<file path="config.mk">
export PLATFORM = sky130hd
export DESIGN_NAME = rv_core_top
export DESIGN_NICKNAME = d
export VERILOG_FILES = /design/src/source/rv_core_pkg.sv /design/src/source/rv_decode.sv /design/src/source/rv_alu.sv /design/src/source/rv_regfile.sv /design/src/source/rv_sequencer.sv /design/src/source/rv_core_top.sv
export SDC_FILE = /design/constraint.sdc
export NUM_CORES = 2
export LEC_CHECK = 0
export BUFFER_PORTS_ARGS = -buffer_cell sky130_fd_sc_hd__buf_2
export CAP_MARGIN = 5
export CELL_PAD_IN_SITES_DETAIL_PLACEMENT = 1
export CELL_PAD_IN_SITES_GLOBAL_PLACEMENT = 1
export CORE_MARGIN = 10
export CORE_UTILIZATION = 53
export DETAILED_ROUTE_END_ITERATION = 10
export PLACE_DENSITY_LB_ADDON = 0.1
export SLEW_MARGIN = 20
export SYNTH_ARGS = -nofsm -noshare
export SYNTH_HDL_FRONTEND = slang
export SYNTH_HIERARCHICAL = 1
export SYNTH_SLANG_ARGS = --single-unit
export TNS_END_PERCENT = 100
</file>
<file path="constraint.sdc">
create_clock -name CLK -period 6.9 [get_ports CLK]
set_input_delay 1.035 -clock CLK [delete_from_list [all_inputs] [get_ports CLK]]
set_output_delay 1.035 -clock CLK [all_outputs]
set_load 0.02 [all_outputs]
</file>
<file path="src/source/rv_core_pkg.sv">
package rv_core_pkg;

  typedef logic [31:0] word_t;
  typedef logic [4:0]  reg_addr_t;
  typedef logic [6:0]  opcode_t;

  localparam int NUM_REGS   = 32;
  localparam int INSN_BYTES = 4;

  // major opcodes
  localparam opcode_t OPC_LUI    = 7'b0110111;
  localparam opcode_t OPC_JAL    = 7'b1101111;
  localparam opcode_t OPC_JALR   = 7'b1100111;
  localparam opcode_t OPC_BRANCH = 7'b1100011;
  localparam opcode_t OPC_LOAD   = 7'b0000011;
  localparam opcode_t OPC_STORE  = 7'b0100011;
  localparam opcode_t OPC_OP_IMM = 7'b0010011;
  localparam opcode_t OPC_OP     = 7'b0110011;

  typedef enum logic [3:0] {
    ALU_ADD, ALU_SUB, ALU_AND, ALU_OR, ALU_XOR,
    ALU_SLL, ALU_SRL, ALU_SRA, ALU_SLT, ALU_SLTU,
    // branch compares, result is 1 or 0
    ALU_EQ, ALU_NE, ALU_LT, ALU_GE, ALU_LTU, ALU_GEU
  } alu_op_e;

  typedef enum logic [1:0] {
    WB_ALU,
    WB_IMM,
    WB_MEM,
    WB_PC4
  } wb_sel_e;

  typedef enum logic [2:0] {
    ST_IDLE,
    ST_FETCH,
    ST_DECODE,
    ST_EXECUTE,
    ST_MEMORY,
    ST_WRITEBACK
  } core_state_e;

endpackage

</file>
<file path="src/source/rv_decode.sv">
`timescale 1ns/1ps

module rv_decode import rv_core_pkg::*; (
  input  logic        CLK,
  input  logic        RST_N,
  input  core_state_e i_state,
  input  word_t       i_insn,
  output reg_addr_t   o_rd,
  output reg_addr_t   o_rs1,
  output reg_addr_t   o_rs2,
  output word_t       o_imm,
  output alu_op_e     o_alu_op,
  output logic        o_use_imm,
  output wb_sel_e     o_wb_sel,
  output logic        o_rd_we,
  output logic        o_is_store,
  output logic        o_is_branch,
  output logic        o_is_jal,
  output logic        o_is_jalr
);

  opcode_t opcode;
  logic [2:0] funct3;
  word_t imm_i, imm_s, imm_b, imm_u, imm_j;
  word_t imm_d;
  alu_op_e alu_op_d;
  logic use_imm_d, rd_we_d, is_store_d, is_branch_d, is_jal_d, is_jalr_d;
  wb_sel_e wb_sel_d;

  // shared by OP and OP-IMM, alt selects SUB or SRA
  function automatic alu_op_e arith_op(input logic [2:0] f3, input logic alt);
    case (f3)
      3'b000:  arith_op = alt ? ALU_SUB : ALU_ADD;
      3'b001:  arith_op = ALU_SLL;
      3'b010:  arith_op = ALU_SLT;
      3'b011:  arith_op = ALU_SLTU;
      3'b100:  arith_op = ALU_XOR;
      3'b101:  arith_op = alt ? ALU_SRA : ALU_SRL;
      3'b110:  arith_op = ALU_OR;
      default: arith_op = ALU_AND;
    endcase
  endfunction

  function automatic alu_op_e branch_op(input logic [2:0] f3);
    case (f3)
      3'b001:  branch_op = ALU_NE;
      3'b100:  branch_op = ALU_LT;
      3'b101:  branch_op = ALU_GE;
      3'b110:  branch_op = ALU_LTU;
      3'b111:  branch_op = ALU_GEU;
      default: branch_op = ALU_EQ;
    endcase
  endfunction

  assign opcode = i_insn[6:0];
  assign funct3 = i_insn[14:12];

  assign imm_i = {{20{i_insn[31]}}, i_insn[31:20]};
  assign imm_s = {{20{i_insn[31]}}, i_insn[31:25], i_insn[11:7]};
  assign imm_b = {{19{i_insn[31]}}, i_insn[31], i_insn[7], i_insn[30:25], i_insn[11:8], 1'b0};
  assign imm_u = {i_insn[31:12], 12'b0};
  assign imm_j = {{11{i_insn[31]}}, i_insn[31], i_insn[19:12], i_insn[20],
                  i_insn[30:21], 1'b0};

  always_comb begin
    imm_d       = imm_i;
    alu_op_d    = ALU_ADD;
    use_imm_d   = 1'b1;
    wb_sel_d    = WB_ALU;
    rd_we_d     = 1'b0;
    is_store_d  = 1'b0;
    is_branch_d = 1'b0;
    is_jal_d    = 1'b0;
    is_jalr_d   = 1'b0;
    case (opcode)
      OPC_LUI: begin
        imm_d    = imm_u;
        wb_sel_d = WB_IMM;
        rd_we_d  = 1'b1;
      end
      OPC_JAL: begin
        imm_d    = imm_j;
        wb_sel_d = WB_PC4;
        rd_we_d  = 1'b1;
        is_jal_d = 1'b1;
      end
      OPC_JALR: begin
        wb_sel_d  = WB_PC4;
        rd_we_d   = 1'b1;
        is_jalr_d = 1'b1;
      end
      OPC_BRANCH: begin
        imm_d       = imm_b;
        alu_op_d    = branch_op(funct3);
        use_imm_d   = 1'b0;
        is_branch_d = 1'b1;
      end
      OPC_LOAD: begin
        wb_sel_d = WB_MEM;
        rd_we_d  = 1'b1;
      end
      OPC_STORE: begin
        imm_d      = imm_s;
        is_store_d = 1'b1;
      end
      OPC_OP_IMM: begin
        // shamt sits in imm[4:0], only srai carries bit 30
        alu_op_d = arith_op(funct3, (funct3 == 3'b101) && i_insn[30]);
        rd_we_d  = 1'b1;
      end
      OPC_OP: begin
        alu_op_d  = arith_op(funct3, i_insn[30]);
        use_imm_d = 1'b0;
        rd_we_d   = 1'b1;
      end
      default: ;
    endcase
  end

  always_ff @(posedge CLK) begin
    if (!RST_N) begin
      o_alu_op    <= ALU_ADD;
      o_use_imm   <= 1'b0;
      o_wb_sel    <= WB_ALU;
      o_rd_we     <= 1'b0;
      o_is_store  <= 1'b0;
      o_is_branch <= 1'b0;
      o_is_jal    <= 1'b0;
      o_is_jalr   <= 1'b0;
    end else if (i_state == ST_DECODE) begin
      o_alu_op    <= alu_op_d;
      o_use_imm   <= use_imm_d;
      o_wb_sel    <= wb_sel_d;
      o_rd_we     <= rd_we_d;
      o_is_store  <= is_store_d;
      o_is_branch <= is_branch_d;
      o_is_jal    <= is_jal_d;
      o_is_jalr   <= is_jalr_d;
    end
  end

  // register numbers and immediate
  always_ff @(posedge CLK) begin
    if (i_state == ST_DECODE) begin
      o_rd  <= i_insn[11:7];
      o_rs1 <= i_insn[19:15];
      o_rs2 <= i_insn[24:20];
      o_imm <= imm_d;
    end
  end

endmodule

</file>
<file path="src/source/rv_alu.sv">
`timescale 1ns/1ps

module rv_alu import rv_core_pkg::*; (
  input  logic    CLK,
  input  logic    RST_N,
  input  alu_op_e i_op,
  input  word_t   i_a,
  input  word_t   i_b,
  output word_t   o_result
);

  logic [4:0] shamt;
  logic lt_s, lt_u, eq;
  word_t result_d;

  assign shamt = i_b[4:0];
  assign lt_s  = $signed(i_a) < $signed(i_b);
  assign lt_u  = i_a < i_b;
  assign eq    = i_a == i_b;

  always_comb begin
    case (i_op)
      ALU_ADD:  result_d = i_a + i_b;
      ALU_SUB:  result_d = i_a - i_b;
      ALU_AND:  result_d = i_a & i_b;
      ALU_OR:   result_d = i_a | i_b;
      ALU_XOR:  result_d = i_a ^ i_b;
      ALU_SLL:  result_d = i_a << shamt;
      ALU_SRL:  result_d = i_a >> shamt;
      ALU_SRA:  result_d = word_t'($signed(i_a) >>> shamt);
      ALU_SLT:  result_d = {31'b0, lt_s};
      ALU_SLTU: result_d = {31'b0, lt_u};
      // branch conditions
      ALU_EQ:   result_d = {31'b0, eq};
      ALU_NE:   result_d = {31'b0, !eq};
      ALU_LT:   result_d = {31'b0, lt_s};
      ALU_GE:   result_d = {31'b0, !lt_s};
      ALU_LTU:  result_d = {31'b0, lt_u};
      ALU_GEU:  result_d = {31'b0, !lt_u};
      default:  result_d = '0;
    endcase
  end

  always_ff @(posedge CLK) begin
    if (!RST_N) begin
      o_result <= '0;
    end else begin
      o_result <= result_d;
    end
  end

endmodule

</file>
<file path="src/source/rv_regfile.sv">
`timescale 1ns/1ps

module rv_regfile import rv_core_pkg::*; (
  input  logic      CLK,
  input  logic      RST_N,
  input  reg_addr_t i_rs1,
  input  reg_addr_t i_rs2,
  input  reg_addr_t i_rd,
  input  logic      i_we,
  input  word_t     i_wdata,
  output word_t     o_rs1_data,
  output word_t     o_rs2_data
);

  word_t regs [NUM_REGS];

  always_ff @(posedge CLK) begin
    if (!RST_N) begin
      for (int i = 0; i < NUM_REGS; i++) begin
        regs[i] <= '0;
      end
    end else if (i_we && (i_rd != '0)) begin
      // x0 is never written
      regs[i_rd] <= i_wdata;
    end
  end

  assign o_rs1_data = (i_rs1 == '0) ? '0 : regs[i_rs1];
  assign o_rs2_data = (i_rs2 == '0) ? '0 : regs[i_rs2];

endmodule

</file>
<file path="src/source/rv_sequencer.sv">
`timescale 1ns/1ps

module rv_sequencer import rv_core_pkg::*; (
  input  logic        CLK,
  input  logic        RST_N,
  input  logic        i_is_branch,
  input  logic        i_is_jal,
  input  logic        i_is_jalr,
  input  logic        i_taken,
  input  word_t       i_rs1_data,
  input  word_t       i_imm,
  output core_state_e o_state,
  output word_t       o_pc,
  output word_t       o_pc_plus4,
  output word_t       o_imem_addr
);

  core_state_e state_next;
  word_t next_pc;
  word_t seq_pc;

  always_comb begin
    case (o_state)
      ST_IDLE:      state_next = ST_FETCH;
      ST_FETCH:     state_next = ST_DECODE;
      ST_DECODE:    state_next = ST_EXECUTE;
      ST_EXECUTE:   state_next = ST_MEMORY;
      ST_MEMORY:    state_next = ST_WRITEBACK;
      ST_WRITEBACK: state_next = ST_FETCH;
      default:      state_next = ST_IDLE;
    endcase
  end

  always_ff @(posedge CLK) begin
    if (!RST_N) begin
      o_state <= ST_IDLE;
    end else begin
      o_state <= state_next;
    end
  end

  assign seq_pc = o_pc + INSN_BYTES;

  always_comb begin
    if (i_is_jal || (i_is_branch && i_taken)) begin
      next_pc = o_pc + i_imm;
    end else if (i_is_jalr) begin
      next_pc = (i_rs1_data + i_imm) & ~word_t'(1);
    end else begin
      next_pc = seq_pc;
    end
  end

  // pc_plus4 keeps the link of the retiring instruction through writeback
  always_ff @(posedge CLK) begin
    if (!RST_N) begin
      o_pc       <= '0;
      o_pc_plus4 <= '0;
    end else if (o_state == ST_MEMORY) begin
      o_pc       <= next_pc;
      o_pc_plus4 <= seq_pc;
    end
  end

  // instruction memory is word addressed
  assign o_imem_addr = o_pc >> $clog2(INSN_BYTES);

endmodule

</file>
<file path="src/source/rv_core_top.sv">
`timescale 1ns/1ps

module rv_core_top import rv_core_pkg::*; (
  input  logic  CLK,
  input  logic  RST_N,
  input  word_t i_imem_data,
  input  word_t i_mem_data,
  output word_t o_imem_addr,
  output word_t o_mem_addr,
  output word_t o_mem_data,
  output logic  o_mem_we
);

  core_state_e state;
  reg_addr_t rd, rs1, rs2;
  word_t imm, rs1_data, rs2_data, alu_b, alu_result, pc_plus4, wb_data;
  alu_op_e alu_op;
  wb_sel_e wb_sel;
  logic use_imm, rd_we, is_store, is_branch, is_jal, is_jalr, rf_we;

  rv_decode rv_decode_inst (
    .CLK         (CLK),
    .RST_N       (RST_N),
    .i_state     (state),
    .i_insn      (i_imem_data),
    .o_rd        (rd),
    .o_rs1       (rs1),
    .o_rs2       (rs2),
    .o_imm       (imm),
    .o_alu_op    (alu_op),
    .o_use_imm   (use_imm),
    .o_wb_sel    (wb_sel),
    .o_rd_we     (rd_we),
    .o_is_store  (is_store),
    .o_is_branch (is_branch),
    .o_is_jal    (is_jal),
    .o_is_jalr   (is_jalr)
  );

  assign alu_b = use_imm ? imm : rs2_data;

  rv_alu rv_alu_inst (
    .CLK      (CLK),
    .RST_N    (RST_N),
    .i_op     (alu_op),
    .i_a      (rs1_data),
    .i_b      (alu_b),
    .o_result (alu_result)
  );

  // writeback source
  always_comb begin
    case (wb_sel)
      WB_IMM:  wb_data = imm;
      WB_MEM:  wb_data = i_mem_data;
      WB_PC4:  wb_data = pc_plus4;
      default: wb_data = alu_result;
    endcase
  end

  assign rf_we = rd_we && (state == ST_WRITEBACK);

  rv_regfile rv_regfile_inst (
    .CLK        (CLK),
    .RST_N      (RST_N),
    .i_rs1      (rs1),
    .i_rs2      (rs2),
    .i_rd       (rd),
    .i_we       (rf_we),
    .i_wdata    (wb_data),
    .o_rs1_data (rs1_data),
    .o_rs2_data (rs2_data)
  );

  // branch condition is bit 0 of the compare result
  rv_sequencer rv_sequencer_inst (
    .CLK         (CLK),
    .RST_N       (RST_N),
    .i_is_branch (is_branch),
    .i_is_jal    (is_jal),
    .i_is_jalr   (is_jalr),
    .i_taken     (alu_result[0]),
    .i_rs1_data  (rs1_data),
    .i_imm       (imm),
    .o_state     (state),
    .o_pc        (),
    .o_pc_plus4  (pc_plus4),
    .o_imem_addr (o_imem_addr)
  );

  // data memory port
  assign o_mem_addr = alu_result;
  assign o_mem_data = rs2_data;
  assign o_mem_we   = is_store && (state == ST_MEMORY);

endmodule

</file>
; Yosys cells after proc, flatten, opt, wreduce, memory -nomap -nowiden
; Memories as Yosys holds them, arrays and structs flattened. A register that Yosys moved wholly into a read port is not among the register bits.
; Cells that the tools add are included.
[totals]
regBits = 158
latch_bits = 0
ram_bits = 1024
mem_bits_ro = 0
output_inout_bits = 97
word_cells = 124
n_memories = 1
[memory_table]
columns = name, words, width, rd, rd_ports_with_merged_regs, wr, line_no
row1 = rv_regfile_inst.regs, 32, 32, 2, 2, 32, rv_regfile.sv:15  ; word_t regs [NUM_REGS];
[op_classes]
addsub = 5
n_mul = 0
n_div = 0
order_cmp = 2
n_eq_ne = 39
n_shift = 3
mux = 33
bitwise = 3
reduce_logical = 22
[ops]
columns = cell, count
row1 = one-hot mux 32 bit (14 select lines), 1
row2 = 2-to-1 mux 32 bit, 6
row3 = one-hot mux 31 bit (4 select lines), 1
row4 = adder 32 bit, 3
row5 = one-hot mux 32 bit (3 select lines), 1
row6 = < comparator 32 bit, 2
row7 = one-hot mux 4 bit (7 select lines), 2
row8 = "adder 32 x 3 -> 32 bit, second input constant", 1
row9 = AND 32 bit, 1
row10 = equality test 32 bit, 1
row11 = "equality test 4 bit, second input constant", 8
row12 = bitwise OR 32 bit, 1
row13 = OR reduction 32 bit, 1
row14 = left shift 32 x 5 -> 32 bit, 1
row15 = >> shifter 32 x 5 -> 32 bit, 1
row16 = >>> shifter 32 x 5 -> 32 bit, 1
row17 = subtractor 32 bit, 1
row18 = XOR 32 bit, 1
row19 = one-hot mux 3 bit (5 select lines), 2
row20 = "equality test 7 x 6 -> 1 bit, second input constant", 3
row21 = "equality test 7 bit, second input constant", 3
row22 = "equality test 3 bit, second input constant", 6
row23 = "equality test 4 x 3 -> 1 bit, second input constant", 4
row24 = 2-to-1 mux 1 bit, 15
row25 = 20 further kinds, 40

; Longest topological paths before layout
[logic_depth]
depth_word = 8
mapped_depth = 26
depth_no_buf = 17

; Hierarchy
; The synthesis kept the hierarchy.
[modules_own_cells]
columns = mod, n_inst, cells_per_inst, area_each_um2, seq_area_each_um2
row1 = rv_regfile, 1, 3509, 54204.5, 30749.5
row2 = rv_alu, 1, 1350, 9658.0, 640.6
row3 = rv_sequencer, 1, 907, 6786.5, 1341.3
row4 = rv_decode, 1, 184, 2447.3, 1651.6
row5 = rv_core_top, 1, 77, 1213.7, 0.0

; Worst setup path before layout
; No wires, ideal clock.
[synth_timing]
kind = register to register
start = register rv_decode_inst.o_rs2[0]
end = register rv_alu_inst.o_result[0]
setup_time_ps = 116
arrival_ps = 5596
required_ps = 6784
path_slack_ps = 1187
path_stages_with_launch = 24
period_less_slack_ps = 5713
cell_sequence = edfxtp_1 -> buf_6 -> buf_6 -> buf_2 -> mux4_2 -> a2111oi_1 -> nor3_1 -> mux2_2 -> inv_1 -> clkbuf_1 -> clkbuf_1 -> clkbuf_1 -> buf_2 -> ha_1 -> buf_4 -> nor3_1 -> o21ai_0 -> a311oi_1 -> a2111oi_2 -> nor2_1 -> a21oi_1 -> a22oi_1 -> o221ai_1 -> a41o_1
[synth_between]
elab_chain_len = 6
[synth_rtl]
columns = element, line_no
row1 = start: declaration, rv_decode.sv:10  ; output reg_addr_t o_rs2,
row2 = start signal: assignment, rv_decode.sv:147  ; o_rs2 <= i_insn[24:20];
row3 = zero test 5 bit *, rv_regfile.sv:29  ; assign o_rs2_data = (i_rs2 == '0) ? '0 : regs[i_rs2];
row4 = 2-to-1 mux 32 bit *, rv_regfile.sv:29
row5 = via o_mem_data[3], rv_core_top.sv:10  ; output word_t o_mem_data,
row6 = 2-to-1 mux 32 bit *, rv_core_top.sv:40  ; assign alu_b = use_imm ? imm : rs2_data;
row7 = via alu_b[3], rv_core_top.sv:16  ; word_t imm, rs1_data, rs2_data, alu_b, alu_result, pc_plus4, wb_data;
row8 = < comparator 32 bit (tied with other cells), rv_alu.sv:18  ; assign lt_u = i_a < i_b;
row9 = "zero test 1 bit, on equally long branches", "rv_alu.sv:39, rv_alu.sv:35, rv_alu.sv:37"
row10 = one-hot mux 32 bit (14 select lines) *, rv_alu.sv:22  ; case (i_op)
row11 = end signal: assignment, rv_alu.sv:48  ; o_result <= result_d;
row12 = end: declaration, rv_alu.sv:9  ; output word_t o_result
; The timed path passes the listed nets; every way through them passes the cells marked *.
; A chain may end at the register's enable or synchronous reset.

; Worst setup path in the final report
[layout_timing]
start = register rv_decode_inst.o_rs2[1]
end = register rv_alu_inst.o_result[0]
[layout_between]
elab_chain_len = 6
[layout_rtl]
columns = element, line_no
row1 = zero test 5 bit *, rv_regfile.sv:29
row2 = 2-to-1 mux 32 bit *, rv_regfile.sv:29
row3 = 2-to-1 mux 32 bit *, rv_core_top.sv:40
row4 = via alu_b[17], rv_core_top.sv:16
row5 = < comparator 32 bit (tied with other cells), rv_alu.sv:18
row6 = "zero test 1 bit, on equally long branches", "rv_alu.sv:39, rv_alu.sv:35, rv_alu.sv:37"
row7 = one-hot mux 32 bit (14 select lines) *, rv_alu.sv:22
; Marks and branches as above.

==> impl_metrics.env <==
export IMPL_dr_total_vias=59500
export IMPL_dieArea_um2=155000
export IMPL_core_area_um2=139000
export IMPL_grt_pass1_vias=60200
export IMPL_via_per_inst=7.37
export IMPL_dieWidth_um=394
export IMPL_seqCellArea_um2=34400
export IMPL_hold_viol=0
export IMPL_critPathCaptureType="flop"
export IMPL_clkSlewWorstSetupHoldPaths_ps=60
export IMPL_routed_wl_mm=332
export IMPL_grt_antenna_before_repair=32
export IMPL_power_frac_comb_pct=30.2
export IMPL_place_hpwl_mm=223
export IMPL_p_leak_uw=0.0306
export IMPL_final_cell_mix="edfxtp_1, and2_1, mux4_2"
export IMPL_drv_cap=0
export IMPL_cts_made_buffers=134
export IMPL_grt_max_degree=95
export IMPL_power_share_sequential_pct=37.3
export IMPL_drive_above_1_share_pct=23.6
export IMPL_multiInputGateArea_um2=37300
export IMPL_tns_ps=0
export IMPL_synthCells=5995
export IMPL_syn_avg_cell_area_um2=12.4
export IMPL_p_sw_share_pct=36.5
export IMPL_post_cts_buffers=0
export IMPL_rsz0062_at_grt="no"
export IMPL_area_growth_syn_to_layout_pct=11.6
export IMPL_n_fill_cell=13700
export IMPL_worstSkewPairLatency_ps=800
export IMPL_cp_max_fo=17
export IMPL_drt_pass1_iter_count=6
export IMPL_ctsResizeCount=0
export IMPL_drtIter0Drc=9093
export IMPL_fin_nets=6303
export IMPL_drv_slew=0
export IMPL_slew_headroom_pct=13.3
export IMPL_yosysWarnings=6
export IMPL_clk_path_buf_depth=3
export IMPL_netlist_area_um2=74100
export IMPL_gr_total_overflow=0
export IMPL_powerDensity_nw_per_um2=279
export IMPL_worst_pin_slew_ps=1290
export IMPL_hold_buffers=0
export IMPL_cts_root_buffer="clkbuf_16"
export IMPL_hp_class="in2reg"
export IMPL_irDropWorstVdd_mv=0.231
export IMPL_rows=137
export IMPL_fmax_mhz=159
export IMPL_final_common_cell="edfxtp_1"
export IMPL_r2r_slack_ps=590
export IMPL_fin_total_pwr_uw=23100
export IMPL_ant_nets=0
export IMPL_start_kind="flop"
export IMPL_clkPwrFrac_pct=32.5
export IMPL_worst_endpoint_arrival_ps=6980
export IMPL_intPower_uw=14700
export IMPL_p_switching_uw=8430
export IMPL_io_buffer_count=160
export IMPL_critPathKind="reg2reg"
export IMPL_initial_utilization_pct=53.2
export IMPL_io_pins=163
export IMPL_critPathRequiredTime_ps=7570
export IMPL_outcome="finished, final reports clean"
export IMPL_clock_sinks=1182
export IMPL_drcViolationCount=0
export IMPL_clock_skew_ps=48.1
export IMPL_fp_dieH_um=394
export IMPL_cts_htree_levels=4
export IMPL_gp_congestion=1.03
export IMPL_setup_violations_final=0
export IMPL_period_share_pct=91.4
export IMPL_wl_per_cell_um=41.2
export IMPL_final_min_clock_period_ps=6310
export IMPL_cts_tree="yes"
export IMPL_grt_total_usage_pct=41.7
export IMPL_grt_pass1_wl_mm=463
per-layer routing:
metal / track usage, % / vias to the layer above / part of all wire, %
met2: 64.4 / 4802 / 45
met5: 0 / - / 0.033
met3: 11.5 / 1260 / 12
li1: - / 23100 / -
met4: 33.4 / 20 / 9.7
met1: 48.8 / 30300 / 33
power by group through the flow:
stage	registers [uW]	clock network, uW	logic, uW
finish	8610	7500	6980
global route	8590	7820	7140
CTS	8570	7530	6680
detailed placement	8720	0	6630
global placement	8690	0	6570
floorplan	8500	0	3930
critical path: stages, from the launching register on:
cell	delay (ps)
edfxtp_1	520
buf_4	420
or3b_2	620
buf_4	230
o221ai_1	220
a211oi_1	180
nor3_1	700
buf_4	240
mux2_2	240
inv_1	90
ha_1	560
nor2b_1	120
o211ai_1	300
a31oi_1	210
a2111oi_2	580
nor2_1	150
a21oi_1	280
a221o_1	210
a21oi_1	80
a41o_1	210
state kept, by name (all words and copies together), names as in the netlist, 5 cells and up:
signal / count
rv_decode_inst/o_imm: 32
rv_sequencer_inst/o_pc_plus4: 32
rv_sequencer_inst/o_pc: 32
rv_decode_inst/o_rs2: 5
rv_regfile_inst/regs: 1024
rv_decode_inst/o_rs1: 5
rv_decode_inst/o_rd: 5
rv_alu_inst/o_result: 32
per-stage QoR:
step                util [%]  std cells  setup slack, ps  instance area, um2  hold slack (ps)
floorplan                  -       6027             1190               74200              440
global placement        56.1       7811              881               78100              454
detailed placement      56.1       7811              806               78100              478
CTS                     59.3       8050              792               82500              392
global route            59.3       8053              489               82600              405
finish                  59.4       8068              594               82600              433
cell type report:
class | count | area share [%]
Multi-Input combinational cell | 4154 | 45.2
Inverter | 127 | 0.577
Timing Repair Buffer | 475 | 4.33
Clock inverter | 77 | 1.14
Tap cell | 1876 | 2.84
Sequential cell | 1182 | 41.6
Clock buffer | 162 | 4.29
Antenna cell | 15 | 0.0454
final timing paths:
kind	startpoint	to	cells past startpoint
worst max-delay path	rv_decode_inst/o_rs2[1]	rv_alu_inst/o_result[0]	19
worst min-delay path	i_imem_data[8]	rv_decode_inst/o_rd[1]	1
worst max register to register	rv_decode_inst/o_rs2[1]	rv_alu_inst/o_result[0]	19
worst min register to register	rv_sequencer_inst/o_pc_plus4[0]	rv_sequencer_inst/o_pc_plus4[0]	2
Note: power is estimated with default switching activity, not from simulation.
